$ cat src/keyboard_defines.svh
`ifndef KEYBOARD_DEFINES_SVH
`define KEYBOARD_DEFINES_SVH

// Samples a button must hold before its level is taken
`define DEBOUNCE_CYCLES 4

`define NOTE_KEYS      8
`define NAV_KEYS       6
`define SONGS_PER_PAGE 4

// Segments a..g then dp, MSB first
`define TUB_H   8'h6e
`define TUB_E   8'h9e
`define TUB_L   8'h1c
`define TUB_O   8'hfc
`define TUB_C   8'h9c
`define TUB_S   8'hb6
`define TUB_N   8'hec
`define TUB_G   8'hbc
`define TUB_0   8'hfc
`define TUB_1   8'h60
`define TUB_2   8'hda
`define TUB_3   8'hf2
`define TUB_4   8'h66
`define TUB_5   8'hb6
`define TUB_6   8'hbe
`define TUB_7   8'he0
`define TUB_8   8'hfe
`define TUB_NIL 8'h00

`endif
$ cat src/keyboard_pkg.sv
`include "keyboard_defines.svh"

package keyboard_pkg;

	// Page and mode code, also shown on the LEDs
	typedef enum logic [7:0] {
		welcome    = 8'h00,
		choose     = 8'h01,
		free       = 8'h02,
		play       = 8'h03,
		learn      = 8'h04,
		game       = 8'h05,
		setting    = 8'h06,
		song_play  = 8'h07,
		song_learn = 8'h08,
		song_game  = 8'h09,
		ranking    = 8'h0a
	} mode_e;

	typedef struct packed {
		logic                   center;
		logic                   up;
		logic                   down;
		logic                   left;
		logic                   right;
		logic                   esc;
		logic [`NOTE_KEYS-1:0]  notes;
	} key_fields_t;

	// Raw view for one-hot tests, field view for decoding
	typedef union packed {
		logic [`NAV_KEYS+`NOTE_KEYS-1:0] raw;
		key_fields_t                     keys;
	} key_event_u;

	typedef logic [`NOTE_KEYS-1:0][2:0] key_map_t;

	// Index 7 is the leftmost digit
	typedef logic [7:0][7:0] tube_text_t;

endpackage

$ cat src/keyboard_menu_top.sv
`timescale 1ns/1ps

module keyboard_menu_top (
	input  logic                     slow_clk,
	input  logic                     rst_n,
	input  logic                     center,
	input  logic                     up,
	input  logic                     down,
	input  logic                     left,
	input  logic                     right,
	input  logic                     esc_n,
	input  logic [7:0]               notes_n,
	output keyboard_pkg::mode_e      mode,
	output keyboard_pkg::mode_e      cursor,
	output keyboard_pkg::key_map_t   key_map,
	output logic [2:0]               song_id,
	output keyboard_pkg::tube_text_t text,
	output logic                     tube_en
);

	keyboard_pkg::key_event_u pressed;  // Held levels, kept for later engines
	keyboard_pkg::key_event_u pushed;

	key_debouncer u_key_debouncer (
		.slow_clk (slow_clk),
		.rst_n    (rst_n),
		.center   (center),
		.up       (up),
		.down     (down),
		.left     (left),
		.right    (right),
		.esc_n    (esc_n),
		.notes_n  (notes_n),
		.pressed  (pressed),
		.pushed   (pushed)
	);

	mode_controller u_mode_controller (
		.slow_clk (slow_clk),
		.rst_n    (rst_n),
		.pushed   (pushed),
		.mode     (mode),
		.cursor   (cursor),
		.key_map  (key_map)
	);

	song_browser u_song_browser (
		.slow_clk (slow_clk),
		.rst_n    (rst_n),
		.pushed   (pushed),
		.mode     (mode),
		.song_id  (song_id)
	);

	tube_text u_tube_text (
		.slow_clk (slow_clk),
		.rst_n    (rst_n),
		.mode     (mode),
		.song_id  (song_id),
		.text     (text),
		.tube_en  (tube_en)
	);

endmodule

$ cat src/tube_text.sv
`timescale 1ns/1ps
`include "keyboard_defines.svh"

module tube_text (
	input  logic                     slow_clk,
	input  logic                     rst_n,
	input  keyboard_pkg::mode_e      mode,
	input  logic [2:0]               song_id,
	output keyboard_pkg::tube_text_t text,
	output logic                     tube_en
);

	keyboard_pkg::tube_text_t text_nx;
	logic [7:0]               digit;
	logic                     en_nx;

	// Songs are shown counting from one
	always_comb begin
		case (song_id)
			3'd0:    digit = `TUB_1;
			3'd1:    digit = `TUB_2;
			3'd2:    digit = `TUB_3;
			3'd3:    digit = `TUB_4;
			3'd4:    digit = `TUB_5;
			3'd5:    digit = `TUB_6;
			3'd6:    digit = `TUB_7;
			default: digit = `TUB_8;
		endcase
	end

	always_comb begin
		case (mode)
			keyboard_pkg::welcome:
				text_nx = {`TUB_H, `TUB_E, `TUB_L, `TUB_L, `TUB_O, `TUB_NIL, `TUB_NIL, `TUB_NIL};
			keyboard_pkg::choose:
				text_nx = {`TUB_C, `TUB_H, `TUB_O, `TUB_O, `TUB_S, `TUB_E, `TUB_NIL, `TUB_NIL};
			keyboard_pkg::song_play, keyboard_pkg::song_learn, keyboard_pkg::song_game,
			keyboard_pkg::play, keyboard_pkg::learn, keyboard_pkg::game:
				text_nx = {`TUB_S, `TUB_O, `TUB_N, `TUB_G, `TUB_NIL, `TUB_NIL, `TUB_0, digit};
			default:
				text_nx = {8{`TUB_NIL}};
		endcase
	end

	assign en_nx = mode inside {keyboard_pkg::free, keyboard_pkg::play, keyboard_pkg::learn,
		keyboard_pkg::game, keyboard_pkg::song_play, keyboard_pkg::song_learn,
		keyboard_pkg::song_game};

	always_ff @(posedge slow_clk or negedge rst_n) begin
		if (!rst_n) begin
			text    <= {`TUB_H, `TUB_E, `TUB_L, `TUB_L, `TUB_O, `TUB_NIL, `TUB_NIL, `TUB_NIL};
			tube_en <= 1'b0;
		end else begin
			text    <= text_nx;
			tube_en <= en_nx;
		end
	end

endmodule

$ cat src/song_browser.sv
`timescale 1ns/1ps
`include "keyboard_defines.svh"

module song_browser (
	input  logic                     slow_clk,
	input  logic                     rst_n,
	input  keyboard_pkg::key_event_u pushed,
	input  keyboard_pkg::mode_e      mode,
	output logic [2:0]               song_id
);

	localparam logic [1:0] LAST_SLOT = 2'(`SONGS_PER_PAGE - 1);

	logic       page;
	logic [1:0] slot;
	logic       in_song;

	assign in_song = mode inside {keyboard_pkg::song_play, keyboard_pkg::song_learn,
		keyboard_pkg::song_game};

	always_ff @(posedge slow_clk or negedge rst_n) begin
		if (!rst_n) begin
			page <= 1'b0;
			slot <= 2'd0;
		end else if (in_song) begin
			if (pushed.keys.up)
				slot <= (slot == 2'd0) ? LAST_SLOT : slot - 2'd1;
			else if (pushed.keys.down)
				slot <= (slot == LAST_SLOT) ? 2'd0 : slot + 2'd1;
			else if (pushed.keys.left || pushed.keys.right)
				page <= ~page;
		end
	end

	assign song_id = {page, slot};

	// Selection is frozen outside the song pages
	a_hold_outside: assert property (@(posedge slow_clk) disable iff (!rst_n)
		!in_song |=> $stable(song_id));

endmodule

$ cat src/mode_controller.sv
`timescale 1ns/1ps
`include "keyboard_defines.svh"

module mode_controller (
	input  logic                     slow_clk,
	input  logic                     rst_n,
	input  keyboard_pkg::key_event_u pushed,
	output keyboard_pkg::mode_e      mode,
	output keyboard_pkg::mode_e      cursor,
	output keyboard_pkg::key_map_t   key_map
);

	keyboard_pkg::key_map_t pending;
	keyboard_pkg::mode_e    cursor_nx;
	logic [2:0]             count;
	logic                   one_hot;

	assign one_hot = $onehot(pushed.raw);

	// Cursor grid, the song entries point at their song pages
	always_comb begin
		cursor_nx = cursor;
		if (pushed.keys.up) begin
			case (cursor)
				keyboard_pkg::free:       cursor_nx = keyboard_pkg::setting;
				keyboard_pkg::setting:    cursor_nx = keyboard_pkg::song_learn;
				keyboard_pkg::song_learn: cursor_nx = keyboard_pkg::free;
				keyboard_pkg::song_play:  cursor_nx = keyboard_pkg::ranking;
				keyboard_pkg::ranking:    cursor_nx = keyboard_pkg::song_game;
				keyboard_pkg::song_game:  cursor_nx = keyboard_pkg::song_play;
				default:                  cursor_nx = cursor;
			endcase
		end else if (pushed.keys.down) begin
			case (cursor)
				keyboard_pkg::free:       cursor_nx = keyboard_pkg::song_learn;
				keyboard_pkg::song_learn: cursor_nx = keyboard_pkg::setting;
				keyboard_pkg::setting:    cursor_nx = keyboard_pkg::free;
				keyboard_pkg::song_play:  cursor_nx = keyboard_pkg::song_game;
				keyboard_pkg::song_game:  cursor_nx = keyboard_pkg::ranking;
				keyboard_pkg::ranking:    cursor_nx = keyboard_pkg::song_play;
				default:                  cursor_nx = cursor;
			endcase
		end else if (pushed.keys.left || pushed.keys.right) begin
			case (cursor)
				keyboard_pkg::free:       cursor_nx = keyboard_pkg::song_play;
				keyboard_pkg::song_play:  cursor_nx = keyboard_pkg::free;
				keyboard_pkg::song_learn: cursor_nx = keyboard_pkg::song_game;
				keyboard_pkg::song_game:  cursor_nx = keyboard_pkg::song_learn;
				keyboard_pkg::setting:    cursor_nx = keyboard_pkg::ranking;
				keyboard_pkg::ranking:    cursor_nx = keyboard_pkg::setting;
				default:                  cursor_nx = cursor;
			endcase
		end
	end

	always_ff @(posedge slow_clk or negedge rst_n) begin
		if (!rst_n) begin
			mode    <= keyboard_pkg::welcome;
			cursor  <= keyboard_pkg::free;
			pending <= '0;
			count   <= 3'd0;
			for (int i = 0; i < `NOTE_KEYS; i++)
				key_map[i] <= 3'(i);        // Identity map
		end else if (mode == keyboard_pkg::setting && count == 3'd7 && pending[0] != 3'd0) begin
			key_map <= pending;             // Commit does not wait for a key
			mode    <= keyboard_pkg::choose;
		end else if (one_hot) begin
			case (mode)
				keyboard_pkg::welcome:
					if (pushed.keys.center) begin
						mode   <= keyboard_pkg::choose;
						cursor <= keyboard_pkg::free;
					end
				keyboard_pkg::choose: begin
					if (pushed.keys.center) begin
						if (cursor != keyboard_pkg::ranking)
							mode <= cursor;
					end else if (pushed.keys.esc) begin
						mode <= keyboard_pkg::welcome;
					end else begin
						cursor <= cursor_nx;
						if (cursor_nx == keyboard_pkg::setting && cursor != keyboard_pkg::setting) begin
							pending <= '0;
							count   <= 3'd0;
						end
					end
				end
				keyboard_pkg::song_play:
					if (pushed.keys.center)   mode <= keyboard_pkg::play;
					else if (pushed.keys.esc) mode <= keyboard_pkg::choose;
				keyboard_pkg::song_learn:
					if (pushed.keys.center)   mode <= keyboard_pkg::learn;
					else if (pushed.keys.esc) mode <= keyboard_pkg::choose;
				keyboard_pkg::song_game:
					if (pushed.keys.center)   mode <= keyboard_pkg::game;
					else if (pushed.keys.esc) mode <= keyboard_pkg::choose;
				keyboard_pkg::free:  if (pushed.keys.esc) mode <= keyboard_pkg::choose;
				keyboard_pkg::play:  if (pushed.keys.esc) mode <= keyboard_pkg::song_play;
				keyboard_pkg::learn: if (pushed.keys.esc) mode <= keyboard_pkg::song_learn;
				keyboard_pkg::game:  if (pushed.keys.esc) mode <= keyboard_pkg::song_game;
				keyboard_pkg::setting: begin
					if (pushed.keys.esc) begin
						mode <= keyboard_pkg::choose;
					end else if (pushed.keys.notes != '0) begin
						for (int i = 0; i < `NOTE_KEYS; i++)
							if (pushed.keys.notes[i])
								pending[i] <= count;
						count <= count + 3'd1;
					end
				end
				default: ;                  // Ranking page is never entered
			endcase
		end
	end

	a_mode_legal: assert property (@(posedge slow_clk) disable iff (!rst_n)
		mode inside {keyboard_pkg::welcome, keyboard_pkg::choose, keyboard_pkg::free,
			keyboard_pkg::play, keyboard_pkg::learn, keyboard_pkg::game,
			keyboard_pkg::setting, keyboard_pkg::song_play, keyboard_pkg::song_learn,
			keyboard_pkg::song_game, keyboard_pkg::ranking});

endmodule

$ cat src/key_debouncer.sv
`timescale 1ns/1ps
`include "keyboard_defines.svh"

module key_debouncer (
	input  logic                    slow_clk,
	input  logic                    rst_n,
	input  logic                    center,
	input  logic                    up,
	input  logic                    down,
	input  logic                    left,
	input  logic                    right,
	input  logic                    esc_n,
	input  logic [7:0]              notes_n,
	output keyboard_pkg::key_event_u pressed,
	output keyboard_pkg::key_event_u pushed
);

	localparam int KEYS  = `NAV_KEYS + `NOTE_KEYS;
	localparam int CNT_W = $clog2(`DEBOUNCE_CYCLES);
	localparam logic [CNT_W-1:0] CNT_MAX = CNT_W'(`DEBOUNCE_CYCLES - 1);

	logic [KEYS-1:0]  raw;
	logic [KEYS-1:0]  level;
	logic [KEYS-1:0]  pulse;
	logic [CNT_W-1:0] cnt [KEYS];

	// Same bit order as key_fields_t
	assign raw = {center, up, down, left, right, ~esc_n, ~notes_n};

	always_ff @(posedge slow_clk or negedge rst_n) begin
		if (!rst_n) begin
			level <= '0;
			pulse <= '0;
			for (int i = 0; i < KEYS; i++)
				cnt[i] <= '0;
		end else begin
			for (int i = 0; i < KEYS; i++) begin
				pulse[i] <= 1'b0;
				if (raw[i] == level[i]) begin
					cnt[i] <= '0;           // Bounce restarts the count
				end else if (cnt[i] == CNT_MAX) begin
					cnt[i]   <= '0;
					level[i] <= raw[i];
					pulse[i] <= raw[i];     // Rising edge only
				end else begin
					cnt[i] <= cnt[i] + 1'b1;
				end
			end
		end
	end

	assign pressed.raw = level;
	assign pushed.raw  = pulse;

	// Pulse sits on a held level and lasts one cycle
	a_push_is_press: assert property (@(posedge slow_clk) disable iff (!rst_n)
		(pushed.raw != '0) |-> ((pushed.raw & ~pressed.raw) == '0)
			##1 ((pushed.raw & $past(pushed.raw)) == '0));

endmodule

$ cat config.mk
export PLATFORM = sky130hd
export DESIGN_NAME = keyboard_menu_top
export DESIGN_NICKNAME = d
export VERILOG_FILES = /design/src/keyboard_pkg.sv /design/src/keyboard_menu_top.sv /design/src/tube_text.sv /design/src/song_browser.sv /design/src/mode_controller.sv /design/src/key_debouncer.sv
export VERILOG_INCLUDE_DIRS = /design/src /design/src/src
export SDC_FILE = /design/constraint.sdc
export NUM_CORES = 1
export LEC_CHECK = 0
export BUFFER_PORTS_ARGS = -buffer_cell sky130_fd_sc_hd__clkbuf_2
export CAP_MARGIN = 20
export CORE_ASPECT_RATIO = 1.2
export CORE_UTILIZATION = 45
export DETAILED_ROUTE_END_ITERATION = 10
export PLACE_DENSITY = 0.7
export SLEW_MARGIN = 30
export SYNTH_ARGS = -nofsm -noshare
export SYNTH_HDL_FRONTEND = slang
export SYNTH_HIERARCHICAL = 1
export SYNTH_SLANG_ARGS = --single-unit
$ cat constraint.sdc
create_clock -name slow_clk -period 4.9 [get_ports slow_clk]
set_input_delay 0.735 -clock slow_clk [delete_from_list [all_inputs] [get_ports slow_clk]]
set_output_delay 0.735 -clock slow_clk [all_outputs]
set_load 0.005 [all_outputs]
# Word level (Yosys, flattened, before mapping)
# Cells that the tools add are included.
# totals
regBits,191
elab_cells,335
input_bits,16
output_inout_bits,108
# op_classes
mux,106
n_addsub,30
n_eq_ne,75
n_bitwise,20
n_reduce_logical,45
# op_table
op,count
64-bit one-hot mux with 3 select lines,1
8-bit 2-to-1 mux,19
8-bit one-hot mux with 6 select lines,3
24-bit 2-to-1 mux,5
8-bit one-hot mux with 9 select lines,1
9-bit AND reduction,8
2-bit 2-to-1 mux,32
8-bit by 3-bit equality test with 1-bit output (second input constant),7
8-bit one-hot mux with 7 select lines,1
24-bit one-hot mux with 2 select lines,1
8-bit by 4-bit equality test with 1-bit output (second input constant),5
3-bit 2-to-1 mux,13
2-bit by 1-bit adder with 2-bit output (second input constant),15
2-bit equality test (second input constant),15
2-bit AND reduction,15
1-bit 2-to-1 mux,28
2-bit inequality test (second input constant),13
4-bit adder,6
8-bit by 2-bit equality test with 1-bit output (second input constant),3
1-bit NOT,19
8-bit one-hot mux with 2 select lines,1
8-bit AND reduction,2
1-bit by 1-bit adder with 2-bit output,7
1-bit equality test,14
29 further kinds,42

# Longest topological paths before layout
# logic_depth
depth_word,11
depth_mapped,19
mapped_depth_nobuf,18

# Hierarchy
# Netlist, hierarchy kept.
# by_module_without_submodules
module,cells_per_inst,seq_area_each_um2,n_inst,area_per_inst_um2
mode_controller,407,1692.9,1,3900.0
key_debouncer,161,1401.3,1,2163.3
tube_text,99,380.4,1,977.2
song_browser,18,75.1,1,209.0

# Worst setup path after synthesis
# No wires, ideal clock.
# synth_timing
kind,flip-flop to flip-flop
startpoint,"register u_key_debouncer.pulse[0], in the netlist u_key_debouncer/pushed[0]"
endpoint,register u_mode_controller.mode[4]
arrival_ns,4.724
setup_ns,0.064
period_less_slack_ns,4.789
setup_slack_ns,0.111
stages_incl_launch_ff,19
cell_sequence,dfrtp_1 inv_1 fa_1 inv_1 fa_1 fa_1 inv_1 fa_1 inv_1 ha_1 inv_1 fa_1 nor2_1 a31oi_1 nor3_1 nand4_1 or4b_1 nor3_1 a21o_1
# synth_via
elab_chain_cells,7
# synth_lines
element,line,source
start: declaration,key_debouncer.sv:24,logic [KEYS-1:0] pulse;
start signal: indexed assignment,key_debouncer.sv:44,pulse[i] <= raw[i];
1-bit by 1-bit adder with 2-bit output (not written as such),mode_controller.sv:18,assign one_hot = $onehot(pushed.raw);
4-bit adder (not written as such) (3 in a row),mode_controller.sv:18,
4-bit by 1-bit equality test with 1-bit output,mode_controller.sv:18,
2-bit nonzero test (no source line),-,
8-bit AND reduction (no source line),-,
end signal: assignment,mode_controller.sv:58,mode <= keyboard_pkg::welcome;
end signal: assignment,mode_controller.sv:66,mode <= keyboard_pkg::choose;
end signal: assignment,mode_controller.sv:71,mode <= keyboard_pkg::choose;
end: declaration,mode_controller.sv:8,"output keyboard_pkg::mode_e mode,"
# Every way passes these cells.
# A chain may end at the register's enable or synchronous reset.

# Worst setup path in the final report
# layout_timing
startpoint,"register u_key_debouncer.pulse[0], in the netlist u_key_debouncer/pushed[0]"
endpoint,register u_mode_controller.mode[6]
# The elaborated chain is that of the path after synthesis.

==> results.sh <==
export IMPL_worstPathCellList="inv_2 > fa_1 > inv_2 > fa_1 > fa_1 > inv_1 > fa_1 > inv_1 > ha_2 > inv_2 > fa_2 > nand2_4 > nor3_4 > nand4_1 > or4b_4 > nor3_2 > buf_4 > a21o_1"
export IMPL_critPathKind="flop to flop"
export IMPL_crit_path_start_kind="flop"
export IMPL_ys_top_cells_by_count="dfrtp_1 (124), nand2_1 (78), buf_4 (51)"
export IMPL_grt_pass1_vias=4873
export IMPL_antenna_found_initial=0
export IMPL_avgSynthCellArea_um2=10.6
export IMPL_synth_compound_area_frac=0.123
export IMPL_tns_ns=0
export IMPL_synth_edf_count=0
export IMPL_clock_latency_ns=0.42
export IMPL_drc=0
export IMPL_drt_iter0_drc=278
export IMPL_p_sw_frac=0.301
export IMPL_path_max_fanout=6
export IMPL_clock_path_buffers=2
export IMPL_hp_class="input port to async pin"
export IMPL_worst_pin_slew_ns=0.915
export IMPL_skew_ns=0.00690
export IMPL_syn_inst=685
export IMPL_cp_slowest_stage_delay_ns=0.63
export IMPL_clock_sinks=141
export IMPL_muxShareOfSynthArea=0.0463
export IMPL_cts_root_buf="clkbuf_16"
export IMPL_p_int_mw=2.47
export IMPL_antenna_cells=0
export IMPL_reg2reg_from="u_key_debouncer/pushed[0]$_DFF_PN0_"
export IMPL_place_gp_congestion=0.837
export IMPL_critPathRequiredTime_ns=5.26
export IMPL_max_clock_freq_mhz=211
export IMPL_hold_buffers=0
export IMPL_timing_final_crit_share=0.967
export IMPL_placed_cell_area_um2=7690
export IMPL_p_switching_mw=1.06
export IMPL_r2r_end="u_mode_controller/mode[6]$_DFFE_PN0P_"
export IMPL_synth_top_cell_area_share=0.428
export IMPL_arrival_ns=5.10
export IMPL_wirelength_um=14700
export IMPL_synthDistinctLibCells=74
export IMPL_endpoint_kind="flop"
export IMPL_area_growth_syn_to_layout_pct=14.7
export IMPL_p_clk_frac=0.345
export IMPL_dieArea_um2=16600
export IMPL_seqPwrFrac=0.438
export IMPL_setup_violations_final=0
export IMPL_synth_top_area_cell="dfrtp_1"
export IMPL_p_per_area_nw_per_um2=424
export IMPL_grt_util_all_layers=0.188
export IMPL_worst_path_most_repeated_cell="fa_1"
export IMPL_synthArstFlopShare=1.00
export IMPL_cts_tree="built"
export IMPL_post_route_cells_drive_above_1_share=0.266
export IMPL_synth_adder_area_share=0.0594
export IMPL_die_height_um=141
export IMPL_dp_hpwl_um=10100
export IMPL_overflow=0
export IMPL_report_final_slew_viol_count=0
export IMPL_vdd_drop_max_mv=0.279
export IMPL_crit_start="u_key_debouncer/pushed[0]$_DFF_PN0_"
export IMPL_cts_htree_levels=4
export IMPL_yosysWarnings=6
export IMPL_first_pass_iters=5
export IMPL_antenna_left=0
export IMPL_dp_slack_ns=0.0399
export IMPL_synthXorXnorAreaFrac=0.0254
export IMPL_rsz0062_at_grt="true"
export IMPL_relSlewSlack=0.390
export IMPL_pwr_share_comb=0.217
export IMPL_grt_pass1_wl_um=24500
export IMPL_fin_nets=805
export IMPL_seq_area_frac_synth=0.490
export IMPL_synth_top_family_by_area="simple AND/OR/NAND/NOR gates"
export IMPL_clk_pin_slew_worst_paths_ns=0.06
export IMPL_core_um2=15700
export IMPL_numCtsBuffers=17
export IMPL_port_buffers=110
export IMPL_final_cell_area_um2=8310
export IMPL_via_per_inst=5.24
export IMPL_hold_violations=0
export IMPL_ys_ff_latch=141
export IMPL_synth_area_leaders="dfrtp_1 (43%), dfstp_2 (6.2%), buf_4 (5.3%)"
export IMPL_num_io_pins=124
export IMPL_netlist_area_um2=7250
export IMPL_num_vias=5140
export IMPL_whs_ns=0.250
export IMPL_rr_worst_depth=18
export IMPL_fin_ws_ns=0.161
export IMPL_synth_simple_area_share=0.159
export IMPL_die_x_um=118
export IMPL_ys_flop_type="dfrtp_1"
export IMPL_synth_most_common_cell="dfrtp_1"
export IMPL_grt_max_degree=55
export IMPL_max_cap_viol_count=0
export IMPL_crit_slowest_cell="or4b_4"
export IMPL_fin_crit_ns=4.74
export IMPL_wire_per_inst_um=15.0
export IMPL_start_util=0.462
export IMPL_reg2reg_slack_ns=0.16
export IMPL_run_status="completed"
export IMPL_leakage_nw=4.07
export IMPL_num_rows=50
==> state kept, by name (all words and copies together) (netlist names) <==
register,flops
u_key_debouncer/pressed,14
u_mode_controller/count,3
u_mode_controller/pending,24
u_mode_controller/mode,8
u_song_browser/slot,2
u_mode_controller/key_map,24
u_song_browser/page,1
u_mode_controller/cursor,8
u_tube_text/text,14
u_tube_text/tube_en,1
u_key_debouncer/cnt,28
u_key_debouncer/pushed,14
==> final cells by class <==
type,instances,area [um^2]
Sequential cell,141,3550
Clock inverter,9,88.8
Clock buffer,23,478
Inverter,41,154
Fill cell,1446,7390
Multi-Input combinational cell,433,3100
Tap cell,208,260
Timing Repair Buffer,126,677
==> layer usage <==
| metal | vias to the layer above | part of all wire | GRT usage |
|---|---|---|---|
| met5 | - | 0 | 0 |
| met4 | 0 | 0.019 | 0.0816 |
| met3 | 26 | 0.055 | 0.0437 |
| met2 | 193 | 0.51 | 0.314 |
| met1 | 2462 | 0.42 | 0.233 |
| li1 | 2459 | - | - |
==> logic make-up (layout without fill, tap and decap cells) <==
family,count (synthesis),count (layout)
AOI/OAI and AO/OA,119,119
and+or+nand+nor,218,218
xor gates and xnor gates,21,21
adders and majority gates,29,29
buffers and inverters,123,199
muxes,33,33
other,1,13
DFF,141,141
==> cell usage in the layout (no fill, tap or decap), types with 4 or more instances in the layout <==
master,netlist,routed
mux2i_1,29,29
inv_1,41,38
dfstp_2,17,17
clkbuf_16,0,17
nor3b_1,8,8
a21oi_1,19,19
xnor2_1,6,6
and3b_1,4,4
xor2_1,15,15
nand2b_1,7,7
a211oi_1,4,4
o21ai_0,18,18
conb_1,1,13
clkbuf_2,0,109
o2bb2ai_1,24,24
dfrtp_1,124,124
a21o_1,11,11
nand2_1,78,77
ha_1,20,19
and2_1,8,8
nor2b_1,13,13
fa_1,9,8
nand3_1,5,5
buf_4,51,16
mux2_2,4,4
a22oi_1,5,5
nor2_1,32,32
nor3_2,5,6
nor3_1,23,21
nor4_1,5,4
a41oi_1,4,4
==> power by group through the flow <==
stage	clock [mW]	sequential, mW	combinational (mW)
floorplan	0	1.48	0.641
CTS	1.25	1.55	0.745
global placement	0	1.56	0.719
global route	1.30	1.58	0.880
detailed placement	0	1.57	0.745
finish	1.22	1.55	0.764
==> worst max path at each step <==
stage / slack, ns / cells after the start / to
final: 0.16 / 18 / u_mode_controller/mode[6]$_DFFE_PN0P_
after global routing: 0.008 / 18 / u_mode_controller/mode[6]$_DFFE_PN0P_
after CTS: 0.03 / 19 / u_mode_controller/mode[6]$_DFFE_PN0P_
after detailed placement: 0.04 / 19 / u_mode_controller/mode[6]$_DFFE_PN0P_
after global placement: 0.16 / 19 / u_mode_controller/mode[4]$_DFFE_PN0P_
after floorplan: 0.11 / 18 / u_mode_controller/mode[4]$_DFFE_PN0P_
==> stage by stage <==
step / power (mW) / cells / utilization
floorplan: 2.13 / 697 / -
global placement: 2.28 / 947 / 0.489
detailed placement: 2.31 / 947 / 0.490
CTS: 3.55 / 979 / 0.526
global route: 3.76 / 981 / 0.529
finish: 3.53 / 981 / 0.529
==> repair_timing <==
| item | CTS | global route |
|---|---|---|
| setup endpoints to repair | 0 | 8 |
| gates resized for setup | 0 | 12 |
| buffers inserted | 0 | 2 |
==> critical path: cells and delay by family (launching register included) <==
family | cells | cell delay [ns]
buffers and inverters | 6 | 0.40
AOI/OAI and AO/OA | 1 | 0.11
DFF | 1 | 0.36
and+or+nand+nor | 5 | 1.19
adders and majority gates | 6 | 2.63
Power figures use the tool's default switching activity.
